<file path="src/rtl/rp_params.svh">
// analog signal path parameters
// converter and sample widths, gain format and post-multiply scaling

`ifndef RP_PARAMS_SVH
`define RP_PARAMS_SVH

`define RP_ADC_BITS     14  // ADC and DAC resolution
`define RP_SAMPLE_BITS  14  // signed internal sample
`define RP_KP_BITS      12  // signed proportional gain
`define RP_KP_SHIFT     8   // gain of 256 is unity

`endif

</file>
<file path="src/rtl/analog_io_pkg.sv">
// converter pin types
// raw ADC codes and DAC codes, both unsigned with negative slope

`include "rp_params.svh"

package analog_io_pkg;

  // ----------------------------------------
  // pin side words

  // raw ADC code, 0 is full positive scale
  typedef logic [`RP_ADC_BITS-1:0] adc_raw_t;

  // DAC code, 8191 is mid scale
  typedef logic [`RP_ADC_BITS-1:0] dac_code_t;

endpackage

</file>
<file path="src/rtl/dsp_pkg.sv">
// internal arithmetic types
// two's complement samples, gains, errors and full-width products

`include "rp_params.svh"

package dsp_pkg;

  // ----------------------------------------
  // sample domain

  typedef logic signed [`RP_SAMPLE_BITS-1:0] sample_t;  // -8192..8191

  // one extra bit so setpoint minus sample never wraps
  typedef logic signed [`RP_SAMPLE_BITS:0] err_t;

  // ----------------------------------------
  // gain domain

  typedef logic signed [`RP_KP_BITS-1:0] kp_t;  // 256 is unity

  // full product of err_t and kp_t, no overflow possible
  typedef logic signed [`RP_SAMPLE_BITS+`RP_KP_BITS:0] prod_t;

endpackage

</file>
<file path="src/rtl/sample_if.sv">
// stage to stage sample link
// one pair of samples per clock plus a clip flag per channel

interface sample_if import dsp_pkg::*; ();

  sample_t dat_a;   // channel a sample
  sample_t dat_b;   // channel b sample
  logic    clip_a;  // a saturated somewhere upstream
  logic    clip_b;  // b saturated somewhere upstream

  modport src (
    output dat_a, dat_b, clip_a, clip_b
  );

  modport dst (
    input  dat_a, dat_b, clip_a, clip_b
  );

endinterface

</file>
<file path="src/rtl/adc_frontend.sv">
// ADC front end
// registers both raw ADC codes and turns them into signed samples

`include "rp_params.svh"

module adc_frontend import dsp_pkg::*, analog_io_pkg::*; (
  input  logic     adc_clk,
  input  logic     rst_n_i,
  input  adc_raw_t adc_dat_a_i,  // CH1 raw code
  input  adc_raw_t adc_dat_b_i,  // CH2 raw code
  sample_if.src    out_o
);

  // ----------------------------------------
  // code conversion

  // 8191 - raw, keep msb and flip the rest
  function automatic sample_t raw_to_sample(input adc_raw_t raw);
    return {raw[`RP_ADC_BITS-1], ~raw[`RP_ADC_BITS-2:0]};
  endfunction

  sample_t dat_a_q;  // registered CH1 sample
  sample_t dat_b_q;  // registered CH2 sample

  always_ff @(posedge adc_clk or negedge rst_n_i) begin
    if (!rst_n_i) begin
      dat_a_q <= '0;
      dat_b_q <= '0;
    end else begin
      dat_a_q <= raw_to_sample(adc_dat_a_i);  // 0 -> +8191
      dat_b_q <= raw_to_sample(adc_dat_b_i);  // 16383 -> -8192
    end
  end

  // ----------------------------------------
  // to the feedback stage

  assign out_o.dat_a  = dat_a_q;
  assign out_o.dat_b  = dat_b_q;
  assign out_o.clip_a = 1'b0;  // input never clips here
  assign out_o.clip_b = 1'b0;

endmodule

</file>
<file path="src/rtl/pid_gain.sv">
// proportional feedback stage
// per channel: kp * (setpoint - sample), scaled down by 2^RP_KP_SHIFT
// and clamped to the sample range, with a clip flag per channel

`include "rp_params.svh"

module pid_gain import dsp_pkg::*; (
  input  logic    adc_clk,
  input  logic    rst_n_i,
  sample_if.dst   in_i,
  input  sample_t set_a_i,  // CH1 setpoint
  input  sample_t set_b_i,  // CH2 setpoint
  input  kp_t     kp_a_i,   // CH1 gain
  input  kp_t     kp_b_i,   // CH2 gain
  sample_if.src   out_o
);

  localparam int PW = $bits(prod_t);   // product width
  localparam int SB = `RP_SAMPLE_BITS;  // sample width

  // clamp a scaled product into -8192..8191
  function automatic sample_t clamp_prod(input prod_t p, output logic clip);
    sample_t r;
    if (&p[PW-1:SB-1] || ~|p[PW-1:SB-1]) begin  // upper bits all sign
      clip = 1'b0;
      r    = p[SB-1:0];
    end else begin
      clip = 1'b1;
      r    = {p[PW-1], {(SB-1){~p[PW-1]}}};  // max or min
    end
    return r;
  endfunction

  // ----------------------------------------
  // error, product, scaling

  err_t    err_a, err_b;    // setpoint minus sample
  prod_t   prod_a, prod_b;  // full width product
  prod_t   scl_a, scl_b;    // after arithmetic shift
  sample_t nxt_a, nxt_b;    // clamped result
  logic    sat_a, sat_b;    // clamp was active

  always_comb begin
    err_a  = err_t'(set_a_i) - err_t'(in_i.dat_a);
    err_b  = err_t'(set_b_i) - err_t'(in_i.dat_b);
    prod_a = prod_t'(err_a) * prod_t'(kp_a_i);
    prod_b = prod_t'(err_b) * prod_t'(kp_b_i);
    scl_a  = prod_a >>> `RP_KP_SHIFT;  // floor division
    scl_b  = prod_b >>> `RP_KP_SHIFT;
    nxt_a  = clamp_prod(scl_a, sat_a);
    nxt_b  = clamp_prod(scl_b, sat_b);
  end

  // ----------------------------------------
  // output register

  sample_t dat_a_q, dat_b_q;
  logic    clip_a_q, clip_b_q;

  always_ff @(posedge adc_clk or negedge rst_n_i) begin
    if (!rst_n_i) begin
      dat_a_q  <= '0;
      dat_b_q  <= '0;
      clip_a_q <= 1'b0;
      clip_b_q <= 1'b0;
    end else begin
      dat_a_q  <= nxt_a;
      dat_b_q  <= nxt_b;
      clip_a_q <= sat_a | in_i.clip_a;  // keep upstream clips too
      clip_b_q <= sat_b | in_i.clip_b;
    end
  end

  assign out_o.dat_a  = dat_a_q;
  assign out_o.dat_b  = dat_b_q;
  assign out_o.clip_a = clip_a_q;
  assign out_o.clip_b = clip_b_q;

endmodule

</file>
<file path="src/rtl/dac_mix.sv">
// offset mixer
// adds a static offset per channel to the feedback output, saturates
// to the sample range and merges the clip flags

`include "rp_params.svh"

module dac_mix import dsp_pkg::*; (
  input  logic    adc_clk,
  input  logic    rst_n_i,
  sample_if.dst   in_i,
  input  sample_t ofs_a_i,  // CH1 offset
  input  sample_t ofs_b_i,  // CH2 offset
  sample_if.src   out_o
);

  localparam int SB = `RP_SAMPLE_BITS;

  // top two bits differ -> overflow, pick max or min
  function automatic sample_t sat_sum(input err_t s, output logic clip);
    sample_t r;
    clip = s[SB] ^ s[SB-1];
    if (clip)
      r = {s[SB], {(SB-1){~s[SB]}}};
    else
      r = s[SB-1:0];
    return r;
  endfunction

  // ----------------------------------------
  // sum and saturation

  err_t    sum_a, sum_b;  // one bit of headroom
  sample_t nxt_a, nxt_b;
  logic    sat_a, sat_b;

  always_comb begin
    sum_a = err_t'(in_i.dat_a) + err_t'(ofs_a_i);
    sum_b = err_t'(in_i.dat_b) + err_t'(ofs_b_i);
    nxt_a = sat_sum(sum_a, sat_a);
    nxt_b = sat_sum(sum_b, sat_b);
  end

  sample_t dat_a_q, dat_b_q;
  logic    clip_a_q, clip_b_q;

  always_ff @(posedge adc_clk or negedge rst_n_i) begin
    if (!rst_n_i) begin
      dat_a_q  <= '0;
      dat_b_q  <= '0;
      clip_a_q <= 1'b0;
      clip_b_q <= 1'b0;
    end else begin
      dat_a_q  <= nxt_a;
      dat_b_q  <= nxt_b;
      clip_a_q <= in_i.clip_a | sat_a;  // feedback or mix clip
      clip_b_q <= in_i.clip_b | sat_b;
    end
  end

  assign out_o.dat_a  = dat_a_q;
  assign out_o.dat_b  = dat_b_q;
  assign out_o.clip_a = clip_a_q;
  assign out_o.clip_b = clip_b_q;

endmodule

</file>
<file path="src/rtl/dac_output.sv">
// DAC output stage
// converts signed samples back to negative-slope DAC codes and keeps
// sticky clip indicators for the LEDs

`include "rp_params.svh"

module dac_output import dsp_pkg::*, analog_io_pkg::*; (
  input  logic      adc_clk,
  input  logic      rst_n_i,
  sample_if.dst     in_i,
  input  logic      clr_clip_i,   // clear sticky flags
  output dac_code_t dac_dat_a_o,  // CH1 DAC code
  output dac_code_t dac_dat_b_o,  // CH2 DAC code
  output logic [1:0] clip_led_o   // [0] CH1, [1] CH2
);

  localparam dac_code_t CODE_ZERO = dac_code_t'((1 << (`RP_ADC_BITS-1)) - 1);  // 8191

  // 8191 - sample, same bit trick as the front end
  function automatic dac_code_t sample_to_code(input sample_t s);
    return {s[`RP_SAMPLE_BITS-1], ~s[`RP_SAMPLE_BITS-2:0]};
  endfunction

  // ----------------------------------------
  // code registers

  dac_code_t code_a_q, code_b_q;

  always_ff @(posedge adc_clk or negedge rst_n_i) begin
    if (!rst_n_i) begin
      code_a_q <= CODE_ZERO;  // sample zero at mid scale
      code_b_q <= CODE_ZERO;
    end else begin
      code_a_q <= sample_to_code(in_i.dat_a);
      code_b_q <= sample_to_code(in_i.dat_b);
    end
  end

  // ----------------------------------------
  // sticky clip flags

  logic [1:0] clip_q;

  always_ff @(posedge adc_clk or negedge rst_n_i) begin
    if (!rst_n_i)
      clip_q <= 2'b00;
    else if (clr_clip_i)
      clip_q <= 2'b00;  // clear beats a new clip
    else
      clip_q <= clip_q | {in_i.clip_b, in_i.clip_a};
  end

  assign dac_dat_a_o = code_a_q;
  assign dac_dat_b_o = code_b_q;
  assign clip_led_o  = clip_q;

endmodule

</file>
<file path="src/rtl/analog_top.sv">
// analog signal path top
// ADC front end -> proportional feedback -> offset mix -> DAC output
// four registered stages in the adc_clk domain

module analog_top import dsp_pkg::*, analog_io_pkg::*; (
  input  logic       adc_clk,
  input  logic       rst_n_i,      // async, active low
  // ADC
  input  adc_raw_t   adc_dat_a_i,  // CH1
  input  adc_raw_t   adc_dat_b_i,  // CH2
  // feedback control levels
  input  sample_t    set_a_i,
  input  sample_t    set_b_i,
  input  kp_t        kp_a_i,
  input  kp_t        kp_b_i,
  // static offsets, stand in for the generator
  input  sample_t    ofs_a_i,
  input  sample_t    ofs_b_i,
  input  logic       clr_clip_i,
  // DAC
  output dac_code_t  dac_dat_a_o,  // CH1
  output dac_code_t  dac_dat_b_o,  // CH2
  output logic [1:0] clip_led_o
);

  // ----------------------------------------
  // stage links

  sample_if s_adc ();  // front end -> feedback
  sample_if s_pid ();  // feedback -> mix
  sample_if s_mix ();  // mix -> output

  // ----------------------------------------
  // stages

  adc_frontend i_adc (
    .adc_clk     (adc_clk),
    .rst_n_i     (rst_n_i),
    .adc_dat_a_i (adc_dat_a_i),
    .adc_dat_b_i (adc_dat_b_i),
    .out_o       (s_adc.src)
  );

  pid_gain i_pid (
    .adc_clk (adc_clk),
    .rst_n_i (rst_n_i),
    .in_i    (s_adc.dst),
    .set_a_i (set_a_i),
    .set_b_i (set_b_i),
    .kp_a_i  (kp_a_i),
    .kp_b_i  (kp_b_i),
    .out_o   (s_pid.src)
  );

  dac_mix i_mix (
    .adc_clk (adc_clk),
    .rst_n_i (rst_n_i),
    .in_i    (s_pid.dst),
    .ofs_a_i (ofs_a_i),
    .ofs_b_i (ofs_b_i),
    .out_o   (s_mix.src)
  );

  dac_output i_dac (
    .adc_clk     (adc_clk),
    .rst_n_i     (rst_n_i),
    .in_i        (s_mix.dst),
    .clr_clip_i  (clr_clip_i),
    .dac_dat_a_o (dac_dat_a_o),
    .dac_dat_b_o (dac_dat_b_o),
    .clip_led_o  (clip_led_o)
  );

endmodule

</file>
<file path="config.mk">
export PLATFORM = sky130hd
export DESIGN_NAME = analog_top
export DESIGN_NICKNAME = d
export VERILOG_FILES = /design/src/rtl/analog_io_pkg.sv /design/src/rtl/dsp_pkg.sv /design/src/rtl/sample_if.sv /design/src/rtl/adc_frontend.sv /design/src/rtl/pid_gain.sv /design/src/rtl/dac_mix.sv /design/src/rtl/dac_output.sv /design/src/rtl/analog_top.sv
export VERILOG_INCLUDE_DIRS = /design/src /design/src/rtl
export SDC_FILE = /design/constraint.sdc
export NUM_CORES = 1
export LEC_CHECK = 0
export ABC_AREA = 1
export CORE_ASPECT_RATIO = 1.2
export CORE_MARGIN = 3
export CORE_UTILIZATION = 65
export CTS_CLUSTER_SIZE = 16
export DETAILED_ROUTE_END_ITERATION = 6
export DONT_BUFFER_PORTS = 1
export HOLD_SLACK_MARGIN = 0.05
export PLACE_DENSITY = 0.8
export REMOVE_ABC_BUFFERS = 1
export SETUP_SLACK_MARGIN = 0.2
export SLEW_MARGIN = 20
export SYNTH_ARGS = -nofsm -noshare
export SYNTH_HDL_FRONTEND = slang
export SYNTH_SLANG_ARGS = --single-unit
export TNS_END_PERCENT = 20
</file>
<file path="constraint.sdc">
create_clock -name adc_clk -period 19.46 [get_ports adc_clk]
set_input_delay 1.946 -clock adc_clk [delete_from_list [all_inputs] [get_ports adc_clk]]
set_output_delay 1.946 -clock adc_clk [all_outputs]
set_load 0.01 [all_outputs]
</file>
==> flow_summary.rst <==
.. list-table::
   :header-rows: 1

   * - Metric
     - Value
   * - Clk root buf
     - sky130_fd_sc_hd__clkbuf_16
   * - First-pass iteration count of the detailed router
     - 6
   * - Via count of the first global-routing pass
     - 17600
   * - Fin crit share
     - 43.84%
   * - Worst setup slack before clock tree synthesis
     - 10.56 ns
   * - Insertion delay of the later-clocked pin in the worst-skew pair
     - 0.44 ns
   * - Worst-case setup margin in the final layout
     - 10.93 ns
   * - Std-Cell Core Area
     - 30650 sq um
   * - RD Place Congestion
     - 0.9618
   * - Iteration-0 DRC count of the detailed router
     - 996
   * - Number of H-tree levels
     - 4
   * - Critical path type
     - primary input to flip-flop
   * - Crit path DAT
     - 8.83 ns
   * - Average wire per cell in the routed design
     - 15.88 microns
   * - Worst path buffer plus inverter count
     - 10
   * - Type of element capturing the critical path
     - flip-flop
   * - Max-cap violation count
     - 0
   * - Height of the chip
     - 199.9 microns
   * - Worst min-delay path class
     - flip-flop to flip-flop
   * - Max Fanout on Critical Path
     - 13
   * - Final standard cell utilization of the core
     - 69.33%
   * - Buffers inserted during post-CTS setup optimization
     - 0
   * - Average cell area after synthesis
     - 7.772 sq um
   * - Post-CTS sizing
     - 0
   * - Setup repair after global routing missed its margin
     - no
   * - Remaining global-route overflow
     - 0
   * - Number of pins exceeding their max-slew limit in the final report
     - 0
   * - Post-Syn Area
     - 20350 sq um
   * - Yosys top cell area share
     - 33.05%
   * - Number of rows in the core area
     - 70
   * - Cell taking the most area after synthesis
     - sky130_fd_sc_hd__fa_1
   * - Syn-to-layout area delta
     - 4.414%
   * - Max stage delay on crit path
     - 0.54 ns
   * - Synthesized instance count
     - 2619
   * - Detailed Route WL
     - 47.84 mm
   * - Number of nets in the layout
     - 3214
   * - Clk sinks
     - 118
   * - Initial core utilization
     - 66.40%
   * - Deepest clock path buffer count
     - 2
   * - Slowest CP cell
     - sky130_fd_sc_hd__fa_1
   * - DRC errors left
     - 0
   * - # port buffers
     - 0
   * - Antenna Nets Post-Route
     - 0
   * - Hold violation count in the final report
     - 0
   * - Vias per cell
     - 5.343
   * - Pin slew with the least headroom to its limit
     - 1.056 ns
   * - Routed via count
     - 16090
   * - Final HPWL from detailed placement
     - 40.23 mm
   * - Number of antenna violations at the first check in global routing
     - 0
   * - Critical path's top delay family
     - adder cells
   * - TritonCTS clock tree
     - done
   * - FMAX
     - 117.2 MHz
   * - Die area
     - 33480 sq um
   * - Post-CTS Hold Fix Bufs
     - 0
   * - Portion of the post-synthesis area used by sequential elements
     - 14.67%
   * - Count of cell types in the netlist
     - 40
   * - All-Layer GR Usage
     - 30.15%
   * - Kind of launch point of the worst setup path
     - primary input
   * - Maximum number of pins on one net before global-route repair
     - 119
   * - Required @ worst endpoint
     - 19.75 ns
   * - Headroom to the max-slew limit
     - 29.33%
   * - First-pass GRT wire length
     - 81.60 mm
   * - Area contributors post-synth
     - sky130_fd_sc_hd__fa_1, sky130_fd_sc_hd__inv_1, sky130_fd_sc_hd__nand2_1, sky130_fd_sc_hd__dfrtp_1, sky130_fd_sc_hd__ha_1
   * - I/O pin total
     - 141
   * - Count of synthesis-stage warnings from yosys
     - 0
   * - Clock skew after layout
     - 0.01661 ns
   * - Final-report setup violation count
     - 0
   * - Clock slew seen by the registers of the worst setup and hold paths
     - 0.07 ns
   * - Final critical delay including setup and external delays
     - 8.532 ns
   * - Floorplan die width
     - 167.5 microns
   * - Antenna cells
     - 0
   * - Result of the run
     - finished clean
   * - Cell type with the highest occurrence count on the critical path
     - sky130_fd_sc_hd__inv_1
   * - Setup TNS Final
     - 0 ns
   * - Number of buffers inserted during clock tree synthesis
     - 17
   * - Share of layout cells above drive strength 1
     - 3.593%
   * - Post-synthesis register bit count
     - 118
## cell type report
cell class / instances / area (sq um)
multi-input cells: 1770 / 14580
fillers: 2439 / 9402
repair buffers: 1 / 7.507
flip-flops and latches: 118 / 2985
clock inverters: 15 / 152.6
clock buffers: 17 / 425.4
inverters: 695 / 2609
well taps: 396 / 495.5
## logic make-up after synthesis
group	share of synthesized area, %
flops	14.67
xor+xnor	3.528
fa+ha+maj	43.13
compound gates	4.487
buf+inv	13.71
simple gates	20.48
## per-layer routing
layer  share of wire (%)  global-route usage, %  vias to the layer above
li1                    -                      -                     7648
met1                  35                  32.42                     7733
met2                  54                  57.07                      517
met3                 4.6                  3.762                      195
met4                 6.4                  17.73                        0
met5                   0                      0                        -
## cells in the final DEF (no fill, tap or decap), drive strengths merged
cell type / instances
inv: 695
dfstp: 26
o31ai: 4
nor2: 264
nand4: 24
clkbuf: 17
a21o: 9
ha: 164
nand3: 80
o21ai: 31
nor4: 2
a21oi: 93
xor2: 55
a31oi: 3
nand2: 632
buf: 1
dfrtp: 92
nor3: 15
clkinv: 14
o21bai: 13
or2: 7
xnor2: 27
clkinvlp: 1
nand3b: 5
o2111ai: 6
fa: 336
## synthesized netlist by cell type, drive strengths merged
master	number
a21o	9
a21oi	93
a31oi	3
buf	14
clkbuf	22
clkinv	9
dfrtp	92
dfstp	26
fa	336
ha	164
inv	686
nand2	632
nand3	80
nand3b	5
nand4	24
nor2	264
nor3	15
nor4	2
o2111ai	6
o21ai	31
o21bai	13
o31ai	4
or2	7
xnor2	27
xor2	55
## state kept, by name, summed over array words and instances (netlist names)
| register | cells |
|---|---|
| i_mix.out_o.clip_b | 1 |
| i_adc.out_o.dat_b | 14 |
| i_adc.out_o.dat_a | 14 |
| i_dac.dac_dat_b_o | 14 |
| i_pid.out_o.clip_b | 1 |
| i_pid.out_o.clip_a | 1 |
| i_dac.clip_led_o | 2 |
| i_mix.out_o.dat_a | 14 |
| i_mix.out_o.dat_b | 14 |
| i_mix.out_o.clip_a | 1 |
| i_pid.out_o.dat_a | 14 |
| i_pid.out_o.dat_b | 14 |
| i_dac.dac_dat_a_o | 14 |
## through the flow
| step | instance area, sq um | instances | hold WS (ns) |
|---|---|---|---|
| 4_1_cts | 21250 | 3012 | 0.3495 |
| 3_3_place_gp | 20670 | 2980 | 0.3349 |
| 6_report | 21250 | 3012 | 0.3495 |
| 2_1_floorplan | 20170 | 2583 | 0.3312 |
| 5_1_grt | 21250 | 3012 | 0.3519 |
| 3_5_place_dp | 20670 | 2980 | 0.3398 |
## worst paths after layout
| path | from | endpoint | slack, ns | cells past startpoint |
|---|---|---|---|---|
| max | set_b_i[0] | i_pid.out_o.dat_b[10] | 10.93 | 36 |
| min | i_mix.out_o.dat_a[0] | i_dac.dac_dat_a_o[0] | 0.35 | 1 |
| max reg2reg | i_adc.out_o.dat_b[0] | i_pid.out_o.dat_b[10] | 12.13 | 35 |
| min reg2reg | i_mix.out_o.dat_a[0] | i_dac.dac_dat_a_o[0] | 0.35 | 1 |
| max in group asynchronous | rst_n_i | i_dac.dac_dat_b_o[2] | 17.91 | 0 |
| min in group asynchronous | rst_n_i | i_adc.out_o.dat_b[1] | 1.20 | 0 |
Power is not shown: default switching activity piles up to over one toggle a cycle in this logic, so the estimate is an artifact.
